$ cat config.mk
export PLATFORM = sky130hd
export DESIGN_NAME = obi_support_top
export DESIGN_NICKNAME = d
export VERILOG_FILES = /design/src/hdl/obi_sl_pkg.sv /design/src/hdl/obi_support_top.sv /design/src/hdl/sl_csr.sv /design/src/hdl/req_attr_fifo.sv /design/src/hdl/gntpar_check.sv /design/src/hdl/obi_phase_monitor.sv
export SDC_FILE = /design/constraint.sdc
export NUM_CORES = 1
export LEC_CHECK = 0
export ABC_AREA = 1
export BUFFER_PORTS_ARGS = -buffer_cell sky130_fd_sc_hd__buf_2
export CAP_MARGIN = 20
export CORE_MARGIN = 4
export CORE_UTILIZATION = 61
export DETAILED_ROUTE_END_ITERATION = 6
export PLACE_DENSITY = 0.94
export SYNTH_ARGS = -nofsm -noshare
export SYNTH_HDL_FRONTEND = slang
export SYNTH_HIERARCHICAL = 1
export SYNTH_SLANG_ARGS = --single-unit
export TNS_END_PERCENT = 30
$ cat constraint.sdc
create_clock -name in_support_if -period 3.2 [get_ports in_support_if]
set_input_delay 0.32 -clock in_support_if [delete_from_list [all_inputs] [get_ports in_support_if]]
set_output_delay 0.32 -clock in_support_if [all_outputs]
set_load 0.01 [all_outputs]
$ cat src/hdl/obi_sl_pkg.sv
// OBI support logic definitions

package obi_sl_pkg;

  // --------------------------------------------------------------------------
  // request attributes
  // --------------------------------------------------------------------------

  // one queue entry per granted request
  localparam int ATTR_W = 3;

  typedef struct packed {
    logic store;
    logic integrity;
    logic gntpar_err;
  } attr_t;

  // --------------------------------------------------------------------------
  // register port
  // --------------------------------------------------------------------------

  localparam int REG_ADDR_W = 3;
  localparam int DATA_W     = 32;

  localparam logic [REG_ADDR_W-1:0] REG_CTRL      = 3'd0;
  localparam logic [REG_ADDR_W-1:0] REG_STATUS    = 3'd1;
  localparam logic [REG_ADDR_W-1:0] REG_RESP_CNT  = 3'd2;
  localparam logic [REG_ADDR_W-1:0] REG_STORE_CNT = 3'd3;
  localparam logic [REG_ADDR_W-1:0] REG_ERR_CNT   = 3'd4;
  localparam logic [REG_ADDR_W-1:0] REG_VIOL_CNT  = 3'd5;

  // read word, seen as a plain counter value or as the status layout
  typedef union packed {
    logic [DATA_W-1:0] value;
    struct packed {
      logic [12:0] reserved;
      logic        count_en;
      logic        resp_ph_cont;
      logic        addr_ph_cont;
      logic [7:0]  level;
      logic [7:0]  outstanding;
    } status;
  } sl_word_u;

endpackage : obi_sl_pkg
$ cat src/hdl/obi_support_top.sv
// OBI support logic top level

module obi_support_top #(
  parameter int FIFO_DEPTH = 4,
  parameter int COUNT_W    = 8
) (
  input  logic                              in_support_if,
  input  logic                              rst_n_i,
  // observed data bus
  input  logic                              obi_req_i,
  input  logic                              obi_gnt_i,
  input  logic                              obi_gntpar_i,
  input  logic                              obi_rvalid_i,
  input  logic                              req_is_store_i,
  input  logic                              req_integrity_i,
  // register port
  input  logic                              cmd_valid_i,
  output logic                              cmd_ready_o,
  input  logic                              cmd_write_i,
  input  logic [obi_sl_pkg::REG_ADDR_W-1:0] cmd_addr_i,
  input  logic [obi_sl_pkg::DATA_W-1:0]     cmd_wdata_i,
  output logic                              rsp_valid_o,
  input  logic                              rsp_ready_i,
  output obi_sl_pkg::sl_word_u              rsp_rdata_o,
  // observations
  output obi_sl_pkg::attr_t                 resp_attr_o,
  output logic [7:0]                        outstanding_o,
  output logic                              addr_ph_cont_o,
  output logic                              resp_ph_cont_o
);

  import obi_sl_pkg::*;

  logic       gntpar_err;
  logic       viol;
  logic [7:0] level;
  attr_t      req_attr;

  // entry captured at grant
  assign req_attr = '{store: req_is_store_i, integrity: req_integrity_i, gntpar_err: gntpar_err};

  obi_phase_monitor u_phase_mon (
    .in_support_if  (in_support_if),
    .rst_n_i        (rst_n_i),
    .req_i          (obi_req_i),
    .gnt_i          (obi_gnt_i),
    .rvalid_i       (obi_rvalid_i),
    .addr_ph_cont_o (addr_ph_cont_o),
    .resp_ph_cont_o (resp_ph_cont_o),
    .viol_o         (viol),
    .outstanding_o  (outstanding_o)
  );

  gntpar_check u_gntpar (
    .in_support_if (in_support_if),
    .rst_n_i       (rst_n_i),
    .req_i         (obi_req_i),
    .gnt_i         (obi_gnt_i),
    .gntpar_i      (obi_gntpar_i),
    .gntpar_err_o  (gntpar_err)
  );

  req_attr_fifo #(
    .FIFO_DEPTH (FIFO_DEPTH)
  ) u_attr_fifo (
    .in_support_if (in_support_if),
    .rst_n_i       (rst_n_i),
    .push_i        (obi_req_i & obi_gnt_i),
    .pop_i         (obi_rvalid_i),
    .attr_i        (req_attr),
    .attr_o        (resp_attr_o),
    .level_o       (level)
  );

  sl_csr #(
    .COUNT_W (COUNT_W)
  ) u_csr (
    .in_support_if  (in_support_if),
    .rst_n_i        (rst_n_i),
    .cmd_valid_i    (cmd_valid_i),
    .cmd_write_i    (cmd_write_i),
    .rsp_ready_i    (rsp_ready_i),
    .cmd_addr_i     (cmd_addr_i),
    .cmd_wdata_i    (cmd_wdata_i),
    .cmd_ready_o    (cmd_ready_o),
    .rsp_valid_o    (rsp_valid_o),
    .rsp_rdata_o    (rsp_rdata_o),
    .resp_evt_i     (obi_rvalid_i),
    .viol_i         (viol),
    .resp_attr_i    (resp_attr_o),
    .outstanding_i  (outstanding_o),
    .level_i        (level),
    .addr_ph_cont_i (addr_ph_cont_o),
    .resp_ph_cont_i (resp_ph_cont_o)
  );

endmodule : obi_support_top

$ cat src/hdl/sl_csr.sv
// Support logic register block

module sl_csr #(
  parameter int COUNT_W = 8
) (
  input  logic                              in_support_if,
  input  logic                              rst_n_i,
  input  logic                              cmd_valid_i,
  input  logic                              cmd_write_i,
  input  logic                              rsp_ready_i,
  input  logic [obi_sl_pkg::REG_ADDR_W-1:0] cmd_addr_i,
  input  logic [obi_sl_pkg::DATA_W-1:0]     cmd_wdata_i,
  output logic                              cmd_ready_o,
  output logic                              rsp_valid_o,
  output obi_sl_pkg::sl_word_u              rsp_rdata_o,
  input  logic                              resp_evt_i,
  input  logic                              viol_i,
  input  obi_sl_pkg::attr_t                 resp_attr_i,
  input  logic [7:0]                        outstanding_i,
  input  logic [7:0]                        level_i,
  input  logic                              addr_ph_cont_i,
  input  logic                              resp_ph_cont_i
);

  import obi_sl_pkg::*;

  localparam int NUM_CNT   = 4;
  localparam int CNT_RESP  = 0;
  localparam int CNT_STORE = 1;
  localparam int CNT_ERR   = 2;
  localparam int CNT_VIOL  = 3;

  logic               count_en_q;
  logic               rsp_valid_q;
  sl_word_u           rsp_word_q;
  logic [COUNT_W-1:0] cnt_q [NUM_CNT];

  logic               cmd_fire;
  logic               clr_pulse;
  logic [NUM_CNT-1:0] evt;
  sl_word_u           rd_word;

  assign cmd_ready_o = !rsp_valid_q;
  assign cmd_fire    = cmd_valid_i && cmd_ready_o;

  // ctrl bit 1 clears all counters
  assign clr_pulse = cmd_fire && cmd_write_i && (cmd_addr_i == REG_CTRL) && cmd_wdata_i[1];

  assign evt[CNT_RESP]  = resp_evt_i;
  assign evt[CNT_STORE] = resp_evt_i && resp_attr_i.store;
  assign evt[CNT_ERR]   = resp_evt_i && resp_attr_i.gntpar_err;
  assign evt[CNT_VIOL]  = viol_i;

  // --------------------------------------------------------------------------
  // control and saturating counters
  // --------------------------------------------------------------------------

  always_ff @(posedge in_support_if or negedge rst_n_i) begin
    if (!rst_n_i) begin
      count_en_q <= 1'b1;
      for (int i = 0; i < NUM_CNT; i++) begin
        cnt_q[i] <= '0;
      end
    end else begin
      if (cmd_fire && cmd_write_i && (cmd_addr_i == REG_CTRL)) begin
        count_en_q <= cmd_wdata_i[0];
      end
      for (int i = 0; i < NUM_CNT; i++) begin
        if (clr_pulse) begin
          cnt_q[i] <= '0;
        end else if (count_en_q && evt[i] && (cnt_q[i] != '1)) begin
          cnt_q[i] <= cnt_q[i] + 1'b1;
        end
      end
    end
  end

  // --------------------------------------------------------------------------
  // read decode and response
  // --------------------------------------------------------------------------

  always_comb begin
    rd_word = '0;
    case (cmd_addr_i)
      REG_CTRL:      rd_word.value = DATA_W'(count_en_q);
      REG_RESP_CNT:  rd_word.value = DATA_W'(cnt_q[CNT_RESP]);
      REG_STORE_CNT: rd_word.value = DATA_W'(cnt_q[CNT_STORE]);
      REG_ERR_CNT:   rd_word.value = DATA_W'(cnt_q[CNT_ERR]);
      REG_VIOL_CNT:  rd_word.value = DATA_W'(cnt_q[CNT_VIOL]);
      REG_STATUS: begin
        rd_word.status.outstanding  = outstanding_i;
        rd_word.status.level        = level_i;
        rd_word.status.addr_ph_cont = addr_ph_cont_i;
        rd_word.status.resp_ph_cont = resp_ph_cont_i;
        rd_word.status.count_en     = count_en_q;
      end
      default:       rd_word = '0;
    endcase
  end

  // response holds until it is taken
  always_ff @(posedge in_support_if or negedge rst_n_i) begin
    if (!rst_n_i) begin
      rsp_valid_q <= 1'b0;
    end else if (cmd_fire) begin
      rsp_valid_q <= 1'b1;
    end else if (rsp_ready_i) begin
      rsp_valid_q <= 1'b0;
    end
  end

  // writes answer with an empty word
  always_ff @(posedge in_support_if) begin
    if (cmd_fire) begin
      rsp_word_q <= cmd_write_i ? sl_word_u'('0) : rd_word;
    end
  end

  assign rsp_valid_o = rsp_valid_q;
  assign rsp_rdata_o = rsp_word_q;

endmodule : sl_csr

$ cat src/hdl/req_attr_fifo.sv
// Request attribute queue

module req_attr_fifo #(
  parameter int FIFO_DEPTH = 4
) (
  input  logic              in_support_if,
  input  logic              rst_n_i,
  input  logic              push_i,
  input  logic              pop_i,
  input  obi_sl_pkg::attr_t attr_i,
  output obi_sl_pkg::attr_t attr_o,
  output logic [7:0]        level_o
);

  import obi_sl_pkg::*;

  localparam int PTR_W = $clog2(FIFO_DEPTH);

  logic [ATTR_W-1:0] mem_q [FIFO_DEPTH];

  logic [PTR_W-1:0]  wr_ptr_q;
  logic [PTR_W-1:0]  rd_ptr_q;
  logic [PTR_W:0]    count_q;

  logic              empty;
  logic              full;
  logic              do_push;
  logic              do_pop;

  assign empty = (count_q == '0);
  assign full  = (count_q == (PTR_W+1)'(FIFO_DEPTH));

  // a pop on an empty queue is ignored
  assign do_pop  = pop_i && !empty;
  // a full queue still accepts when an entry leaves in the same cycle
  assign do_push = push_i && (!full || do_pop);

  // --------------------------------------------------------------------------
  // storage
  // --------------------------------------------------------------------------

  always_ff @(posedge in_support_if) begin
    if (do_push) begin
      mem_q[wr_ptr_q] <= attr_i;
    end
  end

  // --------------------------------------------------------------------------
  // pointers and level
  // --------------------------------------------------------------------------

  always_ff @(posedge in_support_if or negedge rst_n_i) begin
    if (!rst_n_i) begin
      wr_ptr_q <= '0;
      rd_ptr_q <= '0;
      count_q  <= '0;
    end else begin
      // depth is a power of two, so the pointers wrap on their own
      if (do_push) begin
        wr_ptr_q <= wr_ptr_q + 1'b1;
      end
      if (do_pop) begin
        rd_ptr_q <= rd_ptr_q + 1'b1;
      end
      if (do_push && !do_pop) begin
        count_q <= count_q + 1'b1;
      end else if (!do_push && do_pop) begin
        count_q <= count_q - 1'b1;
      end
    end
  end

  // oldest unanswered grant, zero when nothing is queued
  assign attr_o  = empty ? attr_t'('0) : attr_t'(mem_q[rd_ptr_q]);
  assign level_o = 8'(count_q);

endmodule : req_attr_fifo

$ cat src/hdl/gntpar_check.sv
// Grant parity checker

module gntpar_check (
  input  logic in_support_if,
  input  logic rst_n_i,
  input  logic req_i,
  input  logic gnt_i,
  input  logic gntpar_i,
  output logic gntpar_err_o
);

  // error seen earlier in the current, still ungranted, address phase
  logic err_held_q;
  logic par_bad;

  // gntpar must be the inverse of gnt
  assign par_bad = (gnt_i == gntpar_i);

  assign gntpar_err_o = req_i && (par_bad || err_held_q);

  always_ff @(posedge in_support_if or negedge rst_n_i) begin
    if (!rst_n_i) begin
      err_held_q <= 1'b0;
    end else begin
      if (req_i && !gnt_i) begin
        // stalled cycle, keep what has been seen so far
        err_held_q <= gntpar_err_o;
      end else begin
        // granted or idle, next request starts clean
        err_held_q <= 1'b0;
      end
    end
  end

endmodule : gntpar_check

$ cat src/hdl/obi_phase_monitor.sv
// OBI phase monitor

module obi_phase_monitor (
  input  logic       in_support_if,
  input  logic       rst_n_i,
  input  logic       req_i,
  input  logic       gnt_i,
  input  logic       rvalid_i,
  output logic       addr_ph_cont_o,
  output logic       resp_ph_cont_o,
  output logic       viol_o,
  output logic [7:0] outstanding_o
);

  // previous cycle of the address phase
  logic       req_q;
  logic       gnt_q;
  // previous cycle was waiting on a response
  logic       resp_wait_q;
  logic [7:0] outstanding_q;

  logic       addr_done;
  logic       resp_done;
  logic       no_pending;
  logic       req_dropped;

  assign no_pending = (outstanding_q == 8'd0);
  assign addr_done  = req_i && gnt_i;
  // a response with nothing pending is a violation and is not counted down
  assign resp_done  = rvalid_i && !no_pending;

  // request withdrawn before it was granted
  assign req_dropped = !req_i && req_q && !gnt_q;

  // --------------------------------------------------------------------------
  // history and outstanding count
  // --------------------------------------------------------------------------

  always_ff @(posedge in_support_if or negedge rst_n_i) begin
    if (!rst_n_i) begin
      req_q         <= 1'b0;
      gnt_q         <= 1'b0;
      resp_wait_q   <= 1'b0;
      outstanding_q <= 8'd0;
    end else begin
      req_q       <= req_i;
      gnt_q       <= gnt_i;
      resp_wait_q <= !no_pending && !rvalid_i;

      // grant and response together leave the count unchanged
      if (addr_done && !resp_done) begin
        outstanding_q <= outstanding_q + 8'd1;
      end else if (!addr_done && resp_done) begin
        outstanding_q <= outstanding_q - 8'd1;
      end
    end
  end

  // --------------------------------------------------------------------------
  // outputs
  // --------------------------------------------------------------------------

  // req held from a cycle that was not granted
  assign addr_ph_cont_o = req_i && req_q && !gnt_q;

  // still waiting after a cycle that was already waiting
  assign resp_ph_cont_o = !no_pending && resp_wait_q;

  assign viol_o = (rvalid_i && no_pending) || req_dropped;

  assign outstanding_o = outstanding_q;

endmodule : obi_phase_monitor

; ---- After elaboration in Yosys (flattened, before gate mapping)
; Memories as Yosys holds them, arrays and structs flattened.
; Index checks and enable logic that the tools add are counted.
[word_totals]
ff_bits = 85
latchBits = 0
ram_bits = 12
mem_bits_ro = 0
wordCells = 114
n_memories = 1
[op_classes]
add_sub_neg = 10
n_mul = 0
div = 0
order_cmp = 0
eq_ne = 11
shifts = 0
mux = 19
bitwise = 1
reduce_logical = 56
[mem_list]
columns = memory, words, word_bits, read_ports, rd_ports_with_merged_regs, write_ports, line
row1 = u_attr_fifo.mem_q, 4, 3, 1, 0, 1, req_attr_fifo.sv:19  ; logic [ATTR_W-1:0] mem_q [FIFO_DEPTH];
[ops]
columns = cell, count
row1 = $pmux 19 s6, 1
row2 = $mux 8, 10
row3 = $add 8x1->8 const B, 5
row4 = $ne 8x8->1 const B, 4
row5 = $logic_and 1x1->1, 31
row6 = $reduce_bool 2->1, 7
row7 = $logic_not 1->1, 12
row8 = $eq 3x3->1 const B, 3
row9 = $mux 3, 3
row10 = $logic_not 8->1, 1
row11 = $sub 8x1->8 const B, 1
row12 = $eq 3x2->1 const B, 2
row13 = $logic_not 3->1, 2
row14 = $mux 1, 5
row15 = $add 2x1->2 const B, 2
row16 = $add 3x1->3 const B, 1
row17 = $eq 3x1->1 const B, 1
row18 = $logic_or 1x1->1, 3
row19 = $sub 3x1->3 const B, 1
row20 = $and 1x1->1, 1
row21 = $eq 1x1->1, 1

; ---- Depth between registers and ports, before layout
; Gate-level depths: netlist (run 1).
[depth]
word_depth = 9
mapped_depth = 13

; ---- Cells and area by module
; Netlist (run 1), hierarchy kept.
[modules_own_cells]
columns = module, instances, cells_per_inst, area_each_um2
row1 = sl_csr, 1, 430, 3241.9
row2 = req_attr_fifo, 1, 111, 1031.0
row3 = obi_phase_monitor, 1, 106, 793.3
row4 = gntpar_check, 1, 10, 71.3
row5 = obi_support_top, 1, 2, 7.5

; ---- Worst setup path after synthesis (run 1)
; Ideal clock, no wire load.
[synth_path]
kind = reg-to-reg
startpoint = register u_phase_mon.outstanding_q[0] (netlist: u_phase_mon/outstanding_o[0])
endpoint = register u_phase_mon.outstanding_q[6] (netlist: u_phase_mon/outstanding_o[6])
setup_time_ps = 117
arrival_ps = 1945
setup_slack_ps = 1137
path_stages_with_launch = 13
cell_sequence = dfrtp_1 > nor2_1 > nand2_1 > o21ai_1 > ha_1 > inv_1 > fa_1 > nand2_1 > nand3_1 > nand3_1 > nand3_1 > nand3_1 > nand2_1
[synth_via]
elab_chain_len = 6
[synth_lines]
columns = element, line
row1 = start: declaration, obi_phase_monitor.sv:20  ; logic [7:0] outstanding_q;
row2 = start signal: assignment, obi_phase_monitor.sv:52  ; outstanding_q <= outstanding_q + 8'd1;
row3 = start signal: assignment, obi_phase_monitor.sv:54  ; outstanding_q <= outstanding_q - 8'd1;
row4 = branches (longest 6 deep; another with $sub 8x1->8), n/a
; Parallel ways; which one is timed is not known. The select of a mux whose other input is x is not followed.
; A chain may end at the register's enable or synchronous reset.

; ---- Final worst setup path (run 1)
; Ends and elaborated chain as after synthesis.

==> impl_metrics.py, run 1 <==
metrics = {
    "sta": {
        "finalSetupTns_ps": 0,
        "hold_viol": 0,
        "slew_headroom_pct": 58.3,
        "finalClockSkew_ps": 7.45,
        "max_slew.worst_pin.slew_ps": 625,
        "finalSetupViolations": 0,
        "rsz0062_at_grt": "no",
        "maxSlewViolCount": 0,
        "fin_crit_sh_pct": 72.2,
        "timing.fmax_ghz": 0.433,
        "fin_crit_ps": 2310,
    },
    "setup_path": {
        "cp.arrival_ps": 2560,
        "crit_fanout": 7,
        "slowest_stage": "dfrtp_1",
        "crit_path_max_incr_delay_ps": 470,
        "path_cells": "nor2_1 > nand2_1 > o21ai_1 > ha_1 > inv_1 > fa_1 > nand2_1 > nand3_1 > nand3_1 > nand3_1 > nand3_1 > nand2_1",
        "cp-end-kind": "flip-flop",
        "crit_path_frequent_cell": "nand3_1",
        "criticalPathCategory": "reg2reg",
        "cp-start-kind": "flip-flop",
        "crit_required_ps": 3450,
    },
    "clock_network": {
        "htree_levels": 3,
        "clock-root-buffer": "clkbuf_8",
        "tritoncts.num_buffers": 9,
        "clk_path_buf_depth": 2,
        "cts_tree": "built",
        "clock_sinks": 84,
        "clk_latency_ps": 360,
        "path_clk_slew_ps": 80,
    },
    "floorplan": {
        "row_count": 33,
        "initial_utilization_pct": 62.6,
        "core_area_um2": 8220,
        "io_pins": 93,
        "die_h_um": 99.8,
        "die_x_um": 99.8,
        "die_area_um2": 9970,
    },
    "global_route": {
        "grt_usage_pct": 23.8,
        "overflow": 0,
        "antenna_found_initial": 0,
        "grt_pass1_wl_um": 19200,
        "grt_start_max_net_pins": 54,
        "grt_pass1_vias": 4261,
    },
    "placed_design": {
        "gp_congestion": 0.962,
        "place_area_um2": 5340,
        "dp_hpwl_um": 8590,
        "port_buffers": 49,
        "dp.cells": 799,
    },
    "layout": {
        "layout_commonest_cell": "nand2_1",
        "syn2layout_area_growth_pct": 7.00,
        "final_nets": 770,
        "drive_above_1_share_pct": 12.9,
        "insertedDiodeCount": 0,
        "final_cell_mix": "175 x nand2_1, 93 x nand3_1, 81 x inv_1, 76 x nor2_1, 52 x dfrtp_1",
        "final_area_um2": 5510,
        "final_cells": 816,
    },
    "worst_hold_path": {
        "min_path_type": "in2reg",
    },
    "route": {
        "drc": 0,
        "first_pass_iters": 6,
        "wl_um": 11600,
        "routed_via_density": 5.63,
        "vias": 4596,
        "ant_nets": 0,
        "wl_per_cell_um": 14.2,
        "drt_iter0_markers": 402,
    },
    "synthesis": {
        "synth_edf_count": 31,
        "synthCells": 659,
        "syn_avg_cell_area_um2": 7.81,
        "synth_area_um2": 5140,
        "yosysWarnings": 6,
        "synth-seq-area-share_pct": 43.9,
        "async_reset_ff_share_pct": 63.1,
        "synth_cell_types": 42,
        "synth_seq_cells": 84,
        "synth-main-ff-cell": "dfrtp_1",
    },
    "status": {
        "status": "completed",
    },
    "pwr": {
        "p_leak_nw": 2.75,
        "irDropWorstVdd_mv": 0.536,
        "p_per_area_nw_per_um2": 723,
    },
    "flow_run": {
        "cap_violations": 0,
    },
}
## state kept, by name, indices dropped and copies added, names as in the netlist
name                       flops
u_phase_mon/req_q              1
u_gntpar/err_held_q            1
u_attr_fifo/rd_ptr_q           2
u_phase_mon/gnt_q              1
u_phase_mon/outstanding_o      8
u_csr/rsp_valid_o              1
u_phase_mon/resp_wait_q        1
u_csr/count_en_q               1
u_attr_fifo/wr_ptr_q           2
u_attr_fifo/mem_q             12
u_csr/rsp_rdata_o             19
u_attr_fifo/count_q            3
u_csr/cnt_q                   32
## repair_timing
item	CTS	global route
hold buffers	1	0
setup buffers	0	0
hold endpoints to repair	26	0
gates resized for setup	0	0
## cell families after synthesis
| kind of cell | after synthesis | synth area share, % |
|---|---|---|
| buf+inv | 120 | 11.6 |
| simple gates | 381 | 33.0 |
| fa+ha+maj | 18 | 4.67 |
| compound gates | 48 | 5.52 |
| other cells | 2 | 0.146 |
| flops | 84 | 43.9 |
| xor+xnor | 6 | 1.17 |
## metal layers
| metal | GRT usage [%] | part of all wire, % |
|---|---|---|
| met3 | 4.66 | 8.3 |
| met2 | 39.9 | 49 |
| met4 | 9.24 | 3.0 |
| met5 | 0 | 0 |
| met1 | 30.5 | 40 |
## Yosys cell counts, types with 2 or more instances
library cell / instances / area [um2]
nand4_1: 13 / 81.3
nor2_1: 76 / 285
buf_6: 9 / 101
nand2_1: 175 / 657
nor3_1: 3 / 15.0
inv_2: 2 / 7.51
buf_4: 18 / 135
clkbuf_1: 2 / 7.51
nand3b_1: 4 / 30.0
clkinv_1: 3 / 11.3
inv_6: 2 / 17.5
inv_1: 81 / 304
a21oi_1: 10 / 50.1
edfxtp_1: 31 / 931
o21ai_1: 13 / 65.1
a21oi_2: 2 / 17.5
xnor2_1: 4 / 35.0
conb_1: 2 / 7.51
buf_2: 3 / 15.0
nor2_2: 4 / 25.0
nand3_1: 93 / 465
nand2_2: 4 / 25.0
o22ai_1: 4 / 25.0
dfrtp_1: 52 / 1300
o21ai_0: 13 / 65.1
fa_1: 2 / 40.0
ha_1: 16 / 200
nand2_4: 4 / 45.0
## where the power goes
| part | internal (mW) | switching [mW] |
|---|---|---|
| registers | 1.39 | 0.350 |
| logic | 0.595 | 0.998 |
| clock network | 0.270 | 0.374 |
## per-stage QoR
stage | total power [mW] | setup WS (ps) | util (%) | hold slack, ps
after floorplan | 2.87 | 1140 | - | 24.4
after global placement | 3.19 | 990 | 65.0 | 354
after detailed placement | 3.32 | 916 | 65.0 | 361
after CTS | 3.96 | 892 | 67.0 | 124
after global routing | 4.29 | 634 | 67.0 | 133
final | 3.98 | 890 | 67.0 | 132
## area by class of cell
cell class | instances | area, um2
fillers | 648 | 2710
multi-input cells | 471 | 2350
flip-flops and latches | 84 | 2260
inverters | 88 | 340
repair buffers | 52 | 270
well taps | 105 | 131
clock buffers | 9 | 124
clock inverters | 7 | 33.8
## worst max-delay path, delay by kind of cell, from the launching register on
family	cells	cell delay, ps
buf+inv	1	170
fa+ha+maj	2	670
compound gates	1	140
flops	1	470
simple gates	8	770
## final timing paths
check | startpoint | to | slack, ps | cells after the start
max | u_phase_mon/outstanding_o[0]$_DFFE_PN0P_ | u_phase_mon/outstanding_o[6]$_DFFE_PN0P_ | 890 | 12
min | rsp_ready_i | u_csr/rsp_valid_o$_DFFE_PN0P_ | 130 | 2
max reg2reg | u_phase_mon/outstanding_o[0]$_DFFE_PN0P_ | u_phase_mon/outstanding_o[6]$_DFFE_PN0P_ | 890 | 12
min reg2reg | u_gntpar/err_held_q$_DFF_PN0_ | u_gntpar/err_held_q$_DFF_PN0_ | 530 | 2
max in group asynchronous | rst_n_i | u_csr/count_en_q$_DFFE_PN1P_ | 1820 | 3
min in group asynchronous | rst_n_i | u_csr/cnt_q[18]$_DFFE_PN0P_ | 520 | 2
(Power assumes the default switching activity.)
==> run 2: changes to the inputs <==
--- a/config.mk
+++ b/config.mk
@@ -9,9 +9,9 @@
 export BUFFER_PORTS_ARGS = -buffer_cell sky130_fd_sc_hd__buf_2
 export CAP_MARGIN = 20
 export CORE_MARGIN = 4
-export CORE_UTILIZATION = 61
+export CORE_UTILIZATION = 57
 export DETAILED_ROUTE_END_ITERATION = 6
-export PLACE_DENSITY = 0.94
+export PLACE_DENSITY = 0.89
 export SYNTH_ARGS = -nofsm -noshare
 export SYNTH_HDL_FRONTEND = slang
 export SYNTH_HIERARCHICAL = 1
==> constraint.sdc (replaced) <==
create_clock -name in_support_if -period 2.26 [get_ports in_support_if]
set_input_delay 0.226 -clock in_support_if [delete_from_list [all_inputs] [get_ports in_support_if]]
set_output_delay 0.226 -clock in_support_if [all_outputs]
set_load 0.01 [all_outputs]
==> run 2 against run 1 <==
Net effect:
- global-route usage fell by 2.0 points
- first-iteration DRC count fell by 8.0%
- sequential power rose by 37%
- worst hold slack got worse by 90 ps
- count of clock-buffer cells in the layout rose by 3
- sequential cell count did not move
- wire length fell by 3.5%
- core utilization fell by 3.0 points
- register-to-register slack got worse by 730 ps
- via count fell by 0.57%
- critical endpoint is now u_phase_mon/outstanding_o[7]$_DFFE_PN0P_
- highest routed layer unchanged
==> impl_metrics.py, run 2 (same netlist as run 1, synthesis figures left out) <==
metrics = {
    "status": {
        "status": "completed",
    },
    "layout": {
        "final_cell_mix": "175 x nand2_1, 93 x nand3_1, 80 x inv_1, 76 x nor2_1, 52 x dfrtp_1",
        "largest_reg_flops": 32,
        "insertedDiodeCount": 0,
        "layout_commonest_cell": "nand2_1",
        "drive_above_1_share_pct": 14.8,
        "final_area_um2": 5610,
        "n_fill_cell": 711,
        "fin_util_pct": 64.0,
        "syn2layout_area_growth_pct": 9.00,
        "final_nets": 780,
        "top_register": "u_csr/cnt_q",
    },
    "global_route": {
        "grt_pass1_vias": 4268,
        "grt_start_max_net_pins": 54,
        "grt_pass1_wl_um": 18400,
        "overflow": 0,
        "antenna_found_initial": 0,
        "grt_usage_pct": 21.8,
    },
    "placed_design": {
        "port_buffers": 49,
        "dp_slack_ps": 45.7,
        "dp_hpwl_um": 8460,
        "gp_congestion": 0.903,
        "place_area_um2": 5420,
    },
    "sta": {
        "finalWorstSetupSlack_ps": 163,
        "finalClockSkew_ps": 8.78,
        "fin_crit_ps": 2100,
        "maxSlewViolCount": 0,
        "rsz0062_at_grt": "yes",
        "max_slew.worst_pin.slew_ps": 684,
        "timing.fmax_ghz": 0.477,
        "fin_crit_sh_pct": 92.8,
        "finalSetupViolations": 0,
        "hold_viol": 0,
        "slew_headroom_pct": 54.4,
    },
    "pwr": {
        "irDropWorstVdd_mv": 0.767,
        "power_mw": 5.76,
        "p_per_area_nw_per_um2": 1030,
        "p_leak_nw": 2.80,
    },
    "floorplan": {
        "die_area_um2": 10600,
        "initial_utilization_pct": 58.7,
        "io_pins": 93,
        "core_area_um2": 8760,
        "row_count": 34,
        "die_x_um": 103,
        "die_h_um": 103,
    },
    "worst_hold_path": {
        "min_path_type": "in2reg",
    },
    "clock_network": {
        "htree_levels": 3,
        "clock_sinks": 84,
        "postCtsSetupRepairBufs": 0,
        "clock-root-buffer": "clkbuf_8",
        "clk_path_buf_depth": 2,
        "path_clk_slew_ps": 80,
        "tritoncts.num_buffers": 9,
        "cts_tree": "built",
        "clk_latency_ps": 360,
    },
    "route": {
        "ant_nets": 0,
        "first_pass_iters": 6,
        "drt_iter0_markers": 370,
        "drc": 0,
        "wl_per_cell_um": 13.5,
        "routed_via_density": 5.51,
        "vias": 4570,
        "wl_um": 11200,
    },
    "setup_path": {
        "cp.arrival_ps": 2350,
        "crit_required_ps": 2510,
        "crit_fanout": 7,
        "cp-end-kind": "flip-flop",
        "criticalPathCategory": "reg2reg",
        "cp-start-kind": "flip-flop",
    },
    "flow_run": {
        "cap_violations": 0,
    },
}
==> run 2: changes by cell type in the layout (fill, tap and decap cells not counted), sizes merged <==
cell and change:
buf +10, clkinv -5, clkbuf +3, inv +2
==> run 2: power breakdown <==
part / internal (mW) / switching [mW]
logic: 0.951 / 1.50
clock network: 0.400 / 0.524
registers: 1.97 / 0.413
==> run 2: critical path: stages (launching register included) <==
cell and delay [ps]:
dfrtp_1 380, nor2_1 130, nand2_1 90, o21ai_2 150, ha_2 230, inv_2 100
ha_1 330, or2_4 260, nand3_1 110, nand3_1 80, nand3_1 90, nand2_1 50
==> run 2: layout make-up <==
cell class,instances,area (um2),area share (%)
multi-input combinational,471,2370,42.2
sequential,84,2260,40.3
timing repair buffer,62,345,6.16
inverter,88,340,6.07
clock buffer,12,135,2.41
tap,108,135,2.41
clock inverter,4,25.0,0.446
==> run 2: path summary, 6_finish.rpt <==
path | startpoint | to | slack (ps) | cells after the start
worst max-delay path | u_phase_mon/outstanding_o[0]$_DFFE_PN0P_ | u_phase_mon/outstanding_o[7]$_DFFE_PN0P_ | 160 | 11
worst min-delay path | rsp_ready_i | u_csr/rsp_valid_o$_DFFE_PN0P_ | 40 | 2
worst max register to register | u_phase_mon/outstanding_o[0]$_DFFE_PN0P_ | u_phase_mon/outstanding_o[7]$_DFFE_PN0P_ | 160 | 11
worst min register to register | u_attr_fifo/count_q[2]$_DFFE_PN0P_ | u_attr_fifo/count_q[2]$_DFFE_PN0P_ | 510 | 2
max in group asynchronous | rst_n_i | u_phase_mon/outstanding_o[2]$_DFFE_PN0P_ | 1150 | 3
min in group asynchronous | rst_n_i | u_csr/cnt_q[24]$_DFFE_PN0P_ | 440 | 2
==> run 2: what timing repair did <==
action,4_1_cts,5_1_grt
endpoints found under the setup margin,0,5
resized for setup,0,5
endpoints found under the hold margin,26,0
hold buffers,1,0
==> run 2: stage by stage <==
stage                     hold slack [ps]  setup TNS, ps  cells
after floorplan                     -69.6              0    675
after global placement                294              0    812
after detailed placement              302              0    812
after CTS                            36.4              0    829
after global routing                 54.6          -71.6    829
final                                41.2              0    829
==> run 2: layer usage <==
layer  GRT usage [%]  part of all wire, %  up-vias
met4            10.8                  2.8        0
met1            27.1                   41     2118
met3            3.38                  8.8       37
li1                -                    -     2204
met2            36.9                   47      211
met5               0                    0        -
